$ cat src/wg_consts.svh
// Sizing macros for the workgroup debug subsystem, included by the package and every RTL file
`ifndef WG_CONSTS_SVH
`define WG_CONSTS_SVH

// Number of hart slots in the workgroup
`define WG_HART_NUM 4

// Hart select width, enough for WG_HART_NUM
`define WG_HART_IDX_W 2

// Debug data path width
`define WG_DATA_W 32

// Debug register address width, region in the top two bits
`define WG_ADDR_W 8

// General registers per hart
`define WG_GPR_NUM 8

`endif
$ cat src/wg_pkg.sv
// Debug-port request kinds, register regions and interrupt bit positions for the workgroup
`include "wg_consts.svh"

package wg_pkg;

    // Address split: region in the upper two bits, index below it
    localparam int unsigned IDX_W = `WG_ADDR_W - 2;

    localparam int unsigned IRQ_TOTAL = 4;          // Bits in the pending word

    typedef enum logic [1:0] {
        DPORT_READ  = 2'd0,
        DPORT_WRITE = 2'd1
    } dport_req_e;

    // Regions 2 and 3 are unmapped and answer with an error
    typedef enum logic [1:0] {
        REGION_GPR = 2'd0,
        REGION_CSR = 2'd1
    } reg_region_e;

    localparam logic [IDX_W-1:0] CSR_CYCLE       = IDX_W'(0);  // Run cycle counter
    localparam logic [IDX_W-1:0] CSR_IRQ_PENDING = IDX_W'(1);  // Latched irq lines

    typedef enum int unsigned {
        IRQ_MSIP = 0,                               // Machine software
        IRQ_MTIP = 1,                               // Machine timer
        IRQ_MEIP = 2,                               // Machine external
        IRQ_SEIP = 3                                // Supervisor external
    } irq_bit_e;

endpackage

$ cat src/dport_if.sv
// One debug-port request/response channel between the interconnect and a single hart
`timescale 1ns/1ps
`include "wg_consts.svh"

interface dport_if;

    // Request half, interconnect to hart
    logic                     req_valid;
    wg_pkg::dport_req_e       req_type;
    logic [`WG_ADDR_W-1:0]    req_addr;
    logic [`WG_DATA_W-1:0]    req_wdata;
    logic                     req_ready;

    // Response half, hart to interconnect
    logic                     resp_valid;
    logic [`WG_DATA_W-1:0]    resp_rdata;
    logic                     resp_error;
    logic                     resp_ready;

    modport ic (
        output req_valid, req_type, req_addr, req_wdata,
        input  req_ready,
        input  resp_valid, resp_rdata, resp_error,
        output resp_ready
    );

    modport hart (
        input  req_valid, req_type, req_addr, req_wdata,
        output req_ready,
        output resp_valid, resp_rdata, resp_error,
        input  resp_ready
    );

endinterface

$ cat src/workgroup.sv
// Workgroup top level, one debug-port interconnect feeding a hart debug unit per slot
`timescale 1ns/1ps
`include "wg_consts.svh"

module workgroup (
    input  logic                         i_clk,
    input  logic                         i_rst_n,
    input  logic                         i_req_valid,
    output logic                         o_req_ready,
    input  logic [`WG_HART_IDX_W-1:0]    i_req_hartsel,
    input  wg_pkg::dport_req_e           i_req_type,
    input  logic [`WG_ADDR_W-1:0]        i_req_addr,
    input  logic [`WG_DATA_W-1:0]        i_req_wdata,
    output logic                         o_resp_valid,
    input  logic                         i_resp_ready,
    output logic [`WG_DATA_W-1:0]        o_resp_rdata,
    output logic                         o_resp_error,
    input  logic                         i_haltreq,
    input  logic                         i_resumereq,
    input  logic [`WG_HART_NUM-1:0]      i_msip,
    input  logic [`WG_HART_NUM-1:0]      i_mtip,
    input  logic [`WG_HART_NUM-1:0]      i_meip,
    input  logic [`WG_HART_NUM-1:0]      i_seip,
    output logic [`WG_HART_NUM-1:0]      o_halted,
    output logic [`WG_HART_NUM-1:0]      o_available
);

    logic [`WG_HART_NUM-1:0]            hart_haltreq;
    logic [`WG_HART_NUM-1:0]            hart_resumereq;
    logic [`WG_HART_NUM-1:0]            hart_halted;
    logic [wg_pkg::IRQ_TOTAL-1:0]       hart_irq [`WG_HART_NUM];

    dport_if dport [`WG_HART_NUM] ();              // One channel per hart

    dport_ic u_dport_ic (
        .i_clk            (i_clk),
        .i_rst_n          (i_rst_n),
        .i_req_valid      (i_req_valid),
        .o_req_ready      (o_req_ready),
        .i_req_hartsel    (i_req_hartsel),
        .i_req_type       (i_req_type),
        .i_req_addr       (i_req_addr),
        .i_req_wdata      (i_req_wdata),
        .o_resp_valid     (o_resp_valid),
        .i_resp_ready     (i_resp_ready),
        .o_resp_rdata     (o_resp_rdata),
        .o_resp_error     (o_resp_error),
        .i_haltreq        (i_haltreq),
        .i_resumereq      (i_resumereq),
        .o_hart_haltreq   (hart_haltreq),
        .o_hart_resumereq (hart_resumereq),
        .i_hart_halted    (hart_halted),
        .o_halted         (o_halted),
        .o_available      (o_available),
        .harts            (dport)
    );

    for (genvar g = 0; g < `WG_HART_NUM; g++) begin : g_hart
        // Per-hart pending word from the four interrupt vectors
        assign hart_irq[g][wg_pkg::IRQ_MSIP] = i_msip[g];
        assign hart_irq[g][wg_pkg::IRQ_MTIP] = i_mtip[g];
        assign hart_irq[g][wg_pkg::IRQ_MEIP] = i_meip[g];
        assign hart_irq[g][wg_pkg::IRQ_SEIP] = i_seip[g];

        hart_dbg u_hart (
            .i_clk       (i_clk),
            .i_rst_n     (i_rst_n),
            .i_haltreq   (hart_haltreq[g]),
            .i_resumereq (hart_resumereq[g]),
            .i_irq       (hart_irq[g]),
            .o_halted    (hart_halted[g]),
            .dport       (dport[g])
        );
    end

endmodule

$ cat src/hart_dbg.sv
// Debug-side hart model with run/halt state, cycle counter, GPRs and interrupt-pending word
`timescale 1ns/1ps
`include "wg_consts.svh"

module hart_dbg (
    input  logic                              i_clk,
    input  logic                              i_rst_n,
    input  logic                              i_haltreq,
    input  logic                              i_resumereq,
    input  logic [wg_pkg::IRQ_TOTAL-1:0]      i_irq,
    output logic                              o_halted,
    dport_if.hart                             dport
);

    localparam int unsigned GPR_IDX_W = $clog2(`WG_GPR_NUM);
    localparam logic [wg_pkg::IDX_W-1:0] GPR_LIMIT = wg_pkg::IDX_W'(`WG_GPR_NUM);

    logic                              halted_q;
    logic [`WG_DATA_W-1:0]             cycle_q;
    logic [wg_pkg::IRQ_TOTAL-1:0]      irq_pending_q;
    logic [`WG_DATA_W-1:0]             gpr_q [`WG_GPR_NUM];

    logic                              resp_valid_q;
    logic [`WG_DATA_W-1:0]             resp_rdata_q;
    logic                              resp_error_q;

    // Request decode
    wg_pkg::reg_region_e               region;
    logic [wg_pkg::IDX_W-1:0]          idx;
    logic [GPR_IDX_W-1:0]              gpr_idx;
    logic                              is_read;
    logic                              is_write;
    logic                              req_fire;
    logic                              gpr_we;
    logic [`WG_DATA_W-1:0]             rdata_d;
    logic                              error_d;

    assign dport.req_ready = !resp_valid_q;        // One response outstanding at most
    assign req_fire        = dport.req_valid && dport.req_ready;

    assign region   = wg_pkg::reg_region_e'(dport.req_addr[`WG_ADDR_W-1 -: 2]);
    assign idx      = dport.req_addr[wg_pkg::IDX_W-1:0];
    assign gpr_idx  = idx[GPR_IDX_W-1:0];
    assign is_read  = (dport.req_type == wg_pkg::DPORT_READ);
    assign is_write = (dport.req_type == wg_pkg::DPORT_WRITE);

    always_comb begin
        rdata_d = '0;
        error_d = 1'b1;                            // Anything not matched below is refused
        gpr_we  = 1'b0;
        case (region)
            wg_pkg::REGION_GPR: begin
                if (idx < GPR_LIMIT) begin
                    if (is_read) begin
                        rdata_d = gpr_q[gpr_idx];
                        error_d = 1'b0;
                    end else if (is_write && halted_q) begin
                        gpr_we  = req_fire;        // GPRs only change while halted
                        error_d = 1'b0;
                    end
                end
            end
            wg_pkg::REGION_CSR: begin
                if (is_read) begin
                    if (idx == wg_pkg::CSR_CYCLE) begin
                        rdata_d = cycle_q;
                        error_d = 1'b0;
                    end else if (idx == wg_pkg::CSR_IRQ_PENDING) begin
                        rdata_d = `WG_DATA_W'(irq_pending_q);
                        error_d = 1'b0;
                    end
                end
            end
            default: begin
                error_d = 1'b1;                    // Unmapped region
            end
        endcase
    end

    // Run/halt state
    always_ff @(posedge i_clk) begin
        if (!i_rst_n) begin
            halted_q <= 1'b0;
        end else if (i_haltreq) begin
            halted_q <= 1'b1;
        end else if (i_resumereq) begin
            halted_q <= 1'b0;
        end
    end

    // Counter runs only while the hart runs, irq lines sampled each cycle
    always_ff @(posedge i_clk) begin
        if (!i_rst_n) begin
            cycle_q       <= '0;
            irq_pending_q <= '0;
        end else begin
            if (!halted_q) begin
                cycle_q <= cycle_q + 1'b1;
            end
            irq_pending_q <= i_irq;
        end
    end

    always_ff @(posedge i_clk) begin
        if (!i_rst_n) begin
            for (int i = 0; i < `WG_GPR_NUM; i++) begin
                gpr_q[i] <= '0;
            end
        end else if (gpr_we) begin
            gpr_q[gpr_idx] <= dport.req_wdata;
        end
    end

    // Response held until the interconnect takes it
    always_ff @(posedge i_clk) begin
        if (!i_rst_n) begin
            resp_valid_q <= 1'b0;
        end else if (req_fire) begin
            resp_valid_q <= 1'b1;
        end else if (resp_valid_q && dport.resp_ready) begin
            resp_valid_q <= 1'b0;
        end
    end

    always_ff @(posedge i_clk) begin
        if (req_fire) begin
            resp_rdata_q <= rdata_d;
            resp_error_q <= error_d;
        end
    end

    assign dport.resp_valid = resp_valid_q;
    assign dport.resp_rdata = resp_rdata_q;
    assign dport.resp_error = resp_error_q;
    assign o_halted         = halted_q;

endmodule

$ cat src/dport_ic.sv
// Debug-port interconnect, routes one request to the selected hart and returns its response
`timescale 1ns/1ps
`include "wg_consts.svh"

module dport_ic (
    input  logic                         i_clk,
    input  logic                         i_rst_n,
    // Request from the debug port
    input  logic                         i_req_valid,
    output logic                         o_req_ready,
    input  logic [`WG_HART_IDX_W-1:0]    i_req_hartsel,
    input  wg_pkg::dport_req_e           i_req_type,
    input  logic [`WG_ADDR_W-1:0]        i_req_addr,
    input  logic [`WG_DATA_W-1:0]        i_req_wdata,
    // Response to the debug port
    output logic                         o_resp_valid,
    input  logic                         i_resp_ready,
    output logic [`WG_DATA_W-1:0]        o_resp_rdata,
    output logic                         o_resp_error,
    // Run control, applies to i_req_hartsel
    input  logic                         i_haltreq,
    input  logic                         i_resumereq,
    output logic [`WG_HART_NUM-1:0]      o_hart_haltreq,
    output logic [`WG_HART_NUM-1:0]      o_hart_resumereq,
    input  logic [`WG_HART_NUM-1:0]      i_hart_halted,
    output logic [`WG_HART_NUM-1:0]      o_halted,
    output logic [`WG_HART_NUM-1:0]      o_available,
    dport_if.ic                          harts [`WG_HART_NUM]
);

    localparam logic [1:0] ST_IDLE = 2'd0;         // Ready for a new request
    localparam logic [1:0] ST_FWD  = 2'd1;         // Request presented to the hart
    localparam logic [1:0] ST_WAIT = 2'd2;         // Waiting for and holding the response

    logic [1:0]                  state_q;
    logic [`WG_HART_IDX_W-1:0]   sel_q;
    wg_pkg::dport_req_e          type_q;
    logic [`WG_ADDR_W-1:0]       addr_q;
    logic [`WG_DATA_W-1:0]       wdata_q;
    logic                        resp_valid_q;
    logic [`WG_DATA_W-1:0]       resp_rdata_q;
    logic                        resp_error_q;
    logic [`WG_HART_NUM-1:0]     halted_q;

    // Per-channel signals gathered into indexable vectors
    logic [`WG_HART_NUM-1:0]     ch_req_ready;
    logic [`WG_HART_NUM-1:0]     ch_resp_valid;
    logic [`WG_HART_NUM-1:0]     ch_resp_error;
    logic [`WG_DATA_W-1:0]       ch_resp_rdata [`WG_HART_NUM];

    logic                        req_fire;
    logic                        hart_resp_fire;

    assign o_req_ready    = (state_q == ST_IDLE);
    assign req_fire       = i_req_valid && o_req_ready;
    assign hart_resp_fire = (state_q == ST_WAIT) && !resp_valid_q && ch_resp_valid[sel_q];

    for (genvar g = 0; g < `WG_HART_NUM; g++) begin : g_chan
        // Only the latched hart sees valid, payload goes to all
        assign harts[g].req_valid  = (state_q == ST_FWD) && (sel_q == `WG_HART_IDX_W'(g));
        assign harts[g].req_type   = type_q;
        assign harts[g].req_addr   = addr_q;
        assign harts[g].req_wdata  = wdata_q;
        assign harts[g].resp_ready = (state_q == ST_WAIT) && !resp_valid_q
                                     && (sel_q == `WG_HART_IDX_W'(g));

        assign ch_req_ready[g]  = harts[g].req_ready;
        assign ch_resp_valid[g] = harts[g].resp_valid;
        assign ch_resp_error[g] = harts[g].resp_error;
        assign ch_resp_rdata[g] = harts[g].resp_rdata;

        // One-hot run control strobes
        assign o_hart_haltreq[g]   = i_haltreq && (i_req_hartsel == `WG_HART_IDX_W'(g));
        assign o_hart_resumereq[g] = i_resumereq && (i_req_hartsel == `WG_HART_IDX_W'(g));
    end

    always_ff @(posedge i_clk) begin
        if (!i_rst_n) begin
            state_q      <= ST_IDLE;
            sel_q        <= '0;
            resp_valid_q <= 1'b0;
        end else begin
            case (state_q)
                ST_IDLE: begin
                    if (req_fire) begin
                        state_q <= ST_FWD;
                        sel_q   <= i_req_hartsel;
                    end
                end
                ST_FWD: begin
                    if (ch_req_ready[sel_q]) begin  // Hart took the request
                        state_q <= ST_WAIT;
                    end
                end
                ST_WAIT: begin
                    if (hart_resp_fire) begin
                        resp_valid_q <= 1'b1;
                    end else if (resp_valid_q && i_resp_ready) begin
                        resp_valid_q <= 1'b0;
                        state_q      <= ST_IDLE;
                    end
                end
                default: state_q <= ST_IDLE;
            endcase
        end
    end

    // Request payload and returned data
    always_ff @(posedge i_clk) begin
        if (req_fire) begin
            type_q  <= i_req_type;
            addr_q  <= i_req_addr;
            wdata_q <= i_req_wdata;
        end
        if (hart_resp_fire) begin
            resp_rdata_q <= ch_resp_rdata[sel_q];
            resp_error_q <= ch_resp_error[sel_q];
        end
    end

    // Tracks the hart flags on the same edge they change, halt has priority
    always_ff @(posedge i_clk) begin
        if (!i_rst_n) begin
            halted_q <= '0;
        end else begin
            halted_q <= (i_hart_halted | o_hart_haltreq) & ~(o_hart_resumereq & ~o_hart_haltreq);
        end
    end

    assign o_resp_valid = resp_valid_q;
    assign o_resp_rdata = resp_rdata_q;
    assign o_resp_error = resp_error_q;
    assign o_halted     = halted_q;
    assign o_available  = {`WG_HART_NUM{1'b1}};    // Every slot holds a real hart

endmodule

$ cat config.mk
export PLATFORM = sky130hd
export DESIGN_NAME = workgroup
export DESIGN_NICKNAME = d
export VERILOG_FILES = /design/src/wg_pkg.sv /design/src/dport_if.sv /design/src/workgroup.sv /design/src/hart_dbg.sv /design/src/dport_ic.sv
export VERILOG_INCLUDE_DIRS = /design/src
export SDC_FILE = /design/constraint.sdc
export NUM_CORES = 2
export LEC_CHECK = 0
export ABC_AREA = 1
export BUFFER_PORTS_ARGS = -buffer_cell sky130_fd_sc_hd__buf_2
export CAP_MARGIN = 20
export CORE_UTILIZATION = 50
export DETAILED_ROUTE_END_ITERATION = 10
export PLACE_DENSITY = 0.66
export SYNTH_ARGS = -nofsm -noshare
export SYNTH_HDL_FRONTEND = slang
export SYNTH_SLANG_ARGS = --single-unit
export TNS_END_PERCENT = 1
$ cat constraint.sdc
create_clock -name i_clk -period 9.9 [get_ports i_clk]
set_input_delay 1.485 -clock i_clk [delete_from_list [all_inputs] [get_ports i_clk]]
set_output_delay 1.485 -clock i_clk [all_outputs]
set_load 0.005 [all_outputs]
# Word-level counts from Yosys, hierarchy flattened

Memory sizes are Yosys's and may differ from the RTL's. A register that Yosys moved wholly into a read port is not among the register bits.
Cells that the tools add are included.

Register bits after elaboration: 368
Latch bits: 0
Bits in writable memories: 1024
ROM bits: 0
Bits of input ports: 66
Output and inout bits: 43
Logic and storage cells: 244
Memories: 4

Add/subtract/negate cells: 4
Multipliers: 0
Divide/modulo/power cells: 0
Order comparisons: 3
Eq/ne operators: 15
Shifts and indexed selects: 0
Multiplexer cells: 120
Bitwise gates (word level): 6
Reductions and logical operators: 59

Memories:

| name                   | depth | bits a word | read ports | clocked after memory_dff | wr ports | line           | source |
|---|---|---|---|---|---|---|---|
| g_hart[0].u_hart.gpr_q | 8     | 32          | 1          | 1                        | 8        | hart_dbg.sv:21 | `` logic [`WG_DATA_W-1:0] gpr_q [`WG_GPR_NUM]; `` |
| g_hart[1].u_hart.gpr_q | 8     | 32          | 1          | 1                        | 8        | hart_dbg.sv:21 |  |
| g_hart[2].u_hart.gpr_q | 8     | 32          | 1          | 1                        | 8        | hart_dbg.sv:21 |  |
| g_hart[3].u_hart.gpr_q | 8     | 32          | 1          | 1                        | 8        | hart_dbg.sv:21 |  |

Operators with widths:

| kind                                                                          | number |
|---|---|
| 32-bit two-way mux                                                            | 22 |
| 32-bit case mux with 2 select lines                                           | 4 |
| 32-bit by 1-bit adder with 32-bit output (second input constant)              | 4 |
| 32-bit OR reduction                                                           | 4 |
| 1-bit two-way mux                                                             | 69 |
| 32-bit binary-select mux with 2-bit select                                    | 1 |
| 1-bit logical AND                                                             | 32 |
| 3-bit two-way mux                                                             | 8 |
| 2-bit nonzero test                                                            | 9 |
| 4-bit two-way mux                                                             | 4 |
| 2-bit by 1-bit equality test with 1-bit output (second input constant)        | 5 |
| 2-bit equality test (second input constant)                                   | 5 |
| 2-bit zero test                                                               | 5 |
| 4-bit AND                                                                     | 2 |
| 2-bit two-way mux                                                             | 4 |
| 2-bit != test (second input constant)                                         | 4 |
| 4-bit NOT                                                                     | 2 |
| 1-bit case mux with 2 select lines                                            | 4 |
| 1-bit binary-select mux with 2-bit select                                     | 3 |
| 6-bit by 1-bit equality test with 1-bit output (second input constant)        | 1 |
| 6-bit zero test                                                               | 1 |
| 6-bit by 4-bit less-than comparator with 1-bit output (second input constant) | 1 |
| 2-bit case mux with 3 select lines                                            | 1 |
| 1-bit zero test                                                               | 5 |
| 6 further kinds                                                               | 7 |

# Depth between registers and ports, before layout

Depth in word-level cells: 12
Gate-level depth with buffers: 10
Depth with buffers taken out: 9

# Cells and area by module

Synthesis repeated with hierarchy kept, for this count alone.

Cell total of the unflattened synthesis: 6182
Area total of the unflattened synthesis: 62678.9 um2

Modules (own cells, without submodules):

| module                          | times used | cells each | area each (um2) | seq. area each (um2) |
|---|---|---|---|---|
| hart_dbg (g_hart[0].u_hart ...) | 3          | 1442       | 14545.2         | 9439.1 |
| hart_dbg (g_hart[3].u_hart)     | 1          | 1433       | 14525.2         | 9439.1 |
| dport_ic                        | 1          | 423        | 4518.1          | 2432.3 |

# Worst setup path before layout

OpenSTA, ideal clock, no wires.

Path kind: reg2reg
Start: reg u_dport_ic.sel_q[0]
End: mem g_hart[2].u_hart.gpr_q[7][0] in the netlist's numbering, enable pin
Library setup time: 0.389 ns
Arrival time: 4.605 ns
Required time: 9.511 ns
Setup slack: 4.905 ns
Stages on the path, launching flop included: 9
Buffers on the path: 1
Clock period less this slack: 4.995 ns
Path through: dfxtp_1 inv_1 nand2_1 nor3_1 nand2_2 nor2_8 nand2_4 buf_6 nand2_1

RTL lines:

| item                   | line           | source |
|---|---|---|
| start, declared        | dport_ic.sv:36 | `` logic [`WG_HART_IDX_W-1:0] sel_q; `` |
| start signal, assigned | dport_ic.sv:87 | `sel_q <= i_req_hartsel;` |
| end, declared          | hart_dbg.sv:21 |  |

==> qor.txt <==
Filler cell count = 10.7k
Initial DRT Pass Iterations = 11
Area Growth Syn to Fin = 10.1%
Final setup vio count = 0
Final nets = 6592
Met3 Routed Length = 28500 um
DR top layer = met4
Vias in the first global route = 43.7k
Commonest non-fill, non-tap cell in the layout = nand2_1
Final Critical Period = 4.08 ns
Vias per Instance = 5.87
Worst-skew pair later-pin latency = 0.80 ns
CP max stage cell = dfxtp_4
CTS tree = built
Via Count = 48.6k
Cells after synthesis = 6626
Commonest non-fill, non-tap cells in the layout = nand2_1, nor2_1, edfxtp_1
Yosys cell types = 40
CP Launch Type = flop
Worst hold path type = reg2reg
FP Rows = 129
CTS buffer count = 149
Final clock skew = 0.0285 ns
Area of the core = 124000 sq um
# IOs = 109
# DRC = 24
Crit Path Max Fanout = 83
Die width = 356 um
Post-CTS Setup Bufs = 0
Max-slew violation count = 0
Min Hold Slack = 0.471 ns
Crit-path leading delay family = buffers and inverters
Antenna violations before repair = 4
CTS resizes = 0
Max incr delay on CP = 0.86 ns
Clk buf depth = 3
# port buffers = 104
Post-synthesis sequential element count = 1395
VDD IR-drop max = 0.177 mV
Hold Buf Count CTS = 0
Max Fclk = 245 MHz
Hold path startpoint = g_hart[2].u_hart.cycle_q[8]$_SDFFE_PN0N_
DRT Wirelength = 202000 um
Largest net degree at the start of global routing = 198
Mapped cell area = 62700 sq um
Die height = 356 um
Rel. slew slack = 0.241
Hold Path Stages = 2
MaxCap Viol Count = 0
R2R setup slack = 5.82 ns
Sink Count = 1395
Avg Cell Area, Syn = 9.47 sq um
HPWL Detailed = 125000 um
Req. time, crit path = 10.51 ns
Ratio of cells with drive above 1 in the final layout = 0.0783
Synth warn = 0
Status = finished with violations
Sequential element share of the synthesized area = 0.642
H-tree Lvls = 4
WS Path Type = reg2reg
PwrDens = 199 nW/um^2
Root Driver = clkbuf_16
Period utilisation layout = 0.412
RSZ-0062 raised after global routing = no
GRT overflow = 0
RePlAce Congestion = 1.03
Critical R2R Capture = g_hart[0].u_hart.dport.resp_rdata[31]$_DFFE_PN_
Worst-Margin Slew = 1.14 ns
Routed wire per std cell = 24.4 um
CP Capture Type = flop
Hold Path Sink = g_hart[2].u_hart.cycle_q[8]$_SDFFE_PN0N_
LEAKAGE = 0.0274 uW
Arr. time, crit path = 4.68 ns
Cell Chain, Critical Path = buf_4 > buf_4 > buf_4 > nand2_1 > nand3_1 > nand2_1 > nand2_1 > nand3_1 > a21oi_1
Die ar. = 127000 sq um
Clock-pin slew on the worst setup and hold paths = 0.06 ns
Starting density of the core = 0.505
Met2 Wirelength = 85000 um
Number of flops mapped to enable cells by yosys = 1231
Final ANT Viol Nets = 0
Reg2reg path depth = 9
GRT Total Usage = 0.314
Failing checks = design-rule violations
Setup TNS = 0 ns
Primary FF master, synth = edfxtp_1
Fin. Hold Viols = 0
Drt first-iter violations = 8112
WP buf/inv = 3
Synth async-reset ratio = 0
Global-route wire length before repair = 290000 um
WL met1 = 79800 um
## metrics by stage
step	total power [uW]	setup WS, ns	util	cell area [sq um]	std cells
floorplan	7560	4.91	-	62700	6629
global placement	8160	5.23	0.515	64000	8000
detailed placement	8180	5.14	0.517	64100	8005
CTS	13700	5.85	0.556	69000	8271
global route	14100	5.66	0.556	69100	8275
finish	13700	5.82	0.556	69100	8277
## report_power, final
part | switching, uW | internal, uW
Sequential | 96.0 | 6560
Combinational | 1150 | 303
Clock | 2330 | 3290
## state kept, by name (all words and copies together), names as in the netlist, 4 cells and up, named ones only
| name | cells |
|---|---|
| g_hart.u_hart.cycle_q | 128 |
| g_hart.u_hart.dport.resp_error | 4 |
| g_hart.u_hart.dport.resp_rdata | 128 |
| g_hart.u_hart.dport.resp_valid | 4 |
| g_hart.u_hart.gpr_q | 1024 |
| g_hart.u_hart.irq_pending_q | 16 |
| g_hart.u_hart.o_halted | 4 |
| u_dport_ic.harts.req_addr | 8 |
| u_dport_ic.harts.req_wdata | 32 |
| u_dport_ic.o_halted | 4 |
| u_dport_ic.o_resp_rdata | 32 |
## worst max path at each step
stage / end / slack [ns] / cells past startpoint
floorplan: g_hart[2].u_hart.gpr_q[7][0]$_SDFFCE_PN0P_ / 4.91 / 8
global placement: g_hart[0].u_hart.gpr_q[3][22]$_SDFFCE_PN0P_ / 5.23 / 6
detailed placement: g_hart[0].u_hart.gpr_q[3][6]$_SDFFCE_PN0P_ / 5.14 / 6
CTS: g_hart[0].u_hart.gpr_q[3][11]$_SDFFCE_PN0P_ / 5.85 / 8
global route: g_hart[0].u_hart.dport.resp_rdata[19]$_DFFE_PN_ / 5.66 / 9
finish: g_hart[0].u_hart.dport.resp_rdata[31]$_DFFE_PN_ / 5.82 / 9
## logic make-up (layout without fill, tap and decap cells)
| logic type | after synthesis | in the layout | share of synthesized area |
|---|---|---|---|
| xor+xnor | 15 | 15 | 0.00209 |
| other cells | 1 | 7 | 0.0000598 |
| compound gates | 506 | 506 | 0.0453 |
| buf+inv | 748 | 756 | 0.0522 |
| simple gates | 3957 | 3957 | 0.258 |
| fa+ha+maj | 4 | 4 | 0.000798 |
| flops | 1395 | 1395 | 0.642 |
## worst min-delay path: stages (launching register included)
cell	delay [ns]
dfxtp_1	0.32
inv_1	0.05
a21oi_1	0.06
## cells in the mapped netlist (2+ instances only)
library cell	n	area share
nor2_8	3	0.00096
nor2_1	1443	0.086
a31oi_1	3	0.00030
buf_1	36	0.0022
a22oi_1	54	0.0065
xor2_1	11	0.0015
nand2_2	2	0.00020
ha_1	4	0.00080
buf_2	45	0.0036
nand2_4	24	0.0043
clkbuf_1	332	0.020
nor2_2	30	0.0030
nor3b_1	7	0.00084
dfxtp_1	164	0.052
inv_2	5	0.00030
edfxtp_1	1231	0.59
a21oi_1	222	0.018
buf_4	13	0.0016
o211ai_1	56	0.0067
and3_1	4	0.00040
nor3_2	8	0.0013
inv_1	268	0.016
nand3_1	621	0.050
o21ai_0	159	0.013
nand3b_1	3	0.00036
xnor2_1	4	0.00056
o21a_1	6	0.00072
nand4_1	32	0.0032
nor3_1	24	0.0019
o31ai_1	2	0.00024
nand2_1	1753	0.10
buf_6	48	0.0086
nor2_4	2	0.00036
## layout make-up
cell class                      count  area [sq um]  share of cell area
Clock inverter                     76           708              0.0103
Clock buffer                      190          4150              0.0600
Tap cell                         1637          2050              0.0297
Antenna cell                        3          7.51            0.000109
Sequential cell                  1395         40300               0.583
Inverter                          274          1040              0.0151
Multi-Input combinational cell   4486         19300               0.279
Timing Repair Buffer              216          1560              0.0226
## routing by layer
layer	GRT usage	vias up
li1	-	21700
met1	0.460	23200
met2	0.442	3197
met3	0.0855	418
met4	0.124	0
met5	0	-
(Power assumes the default switching activity.)
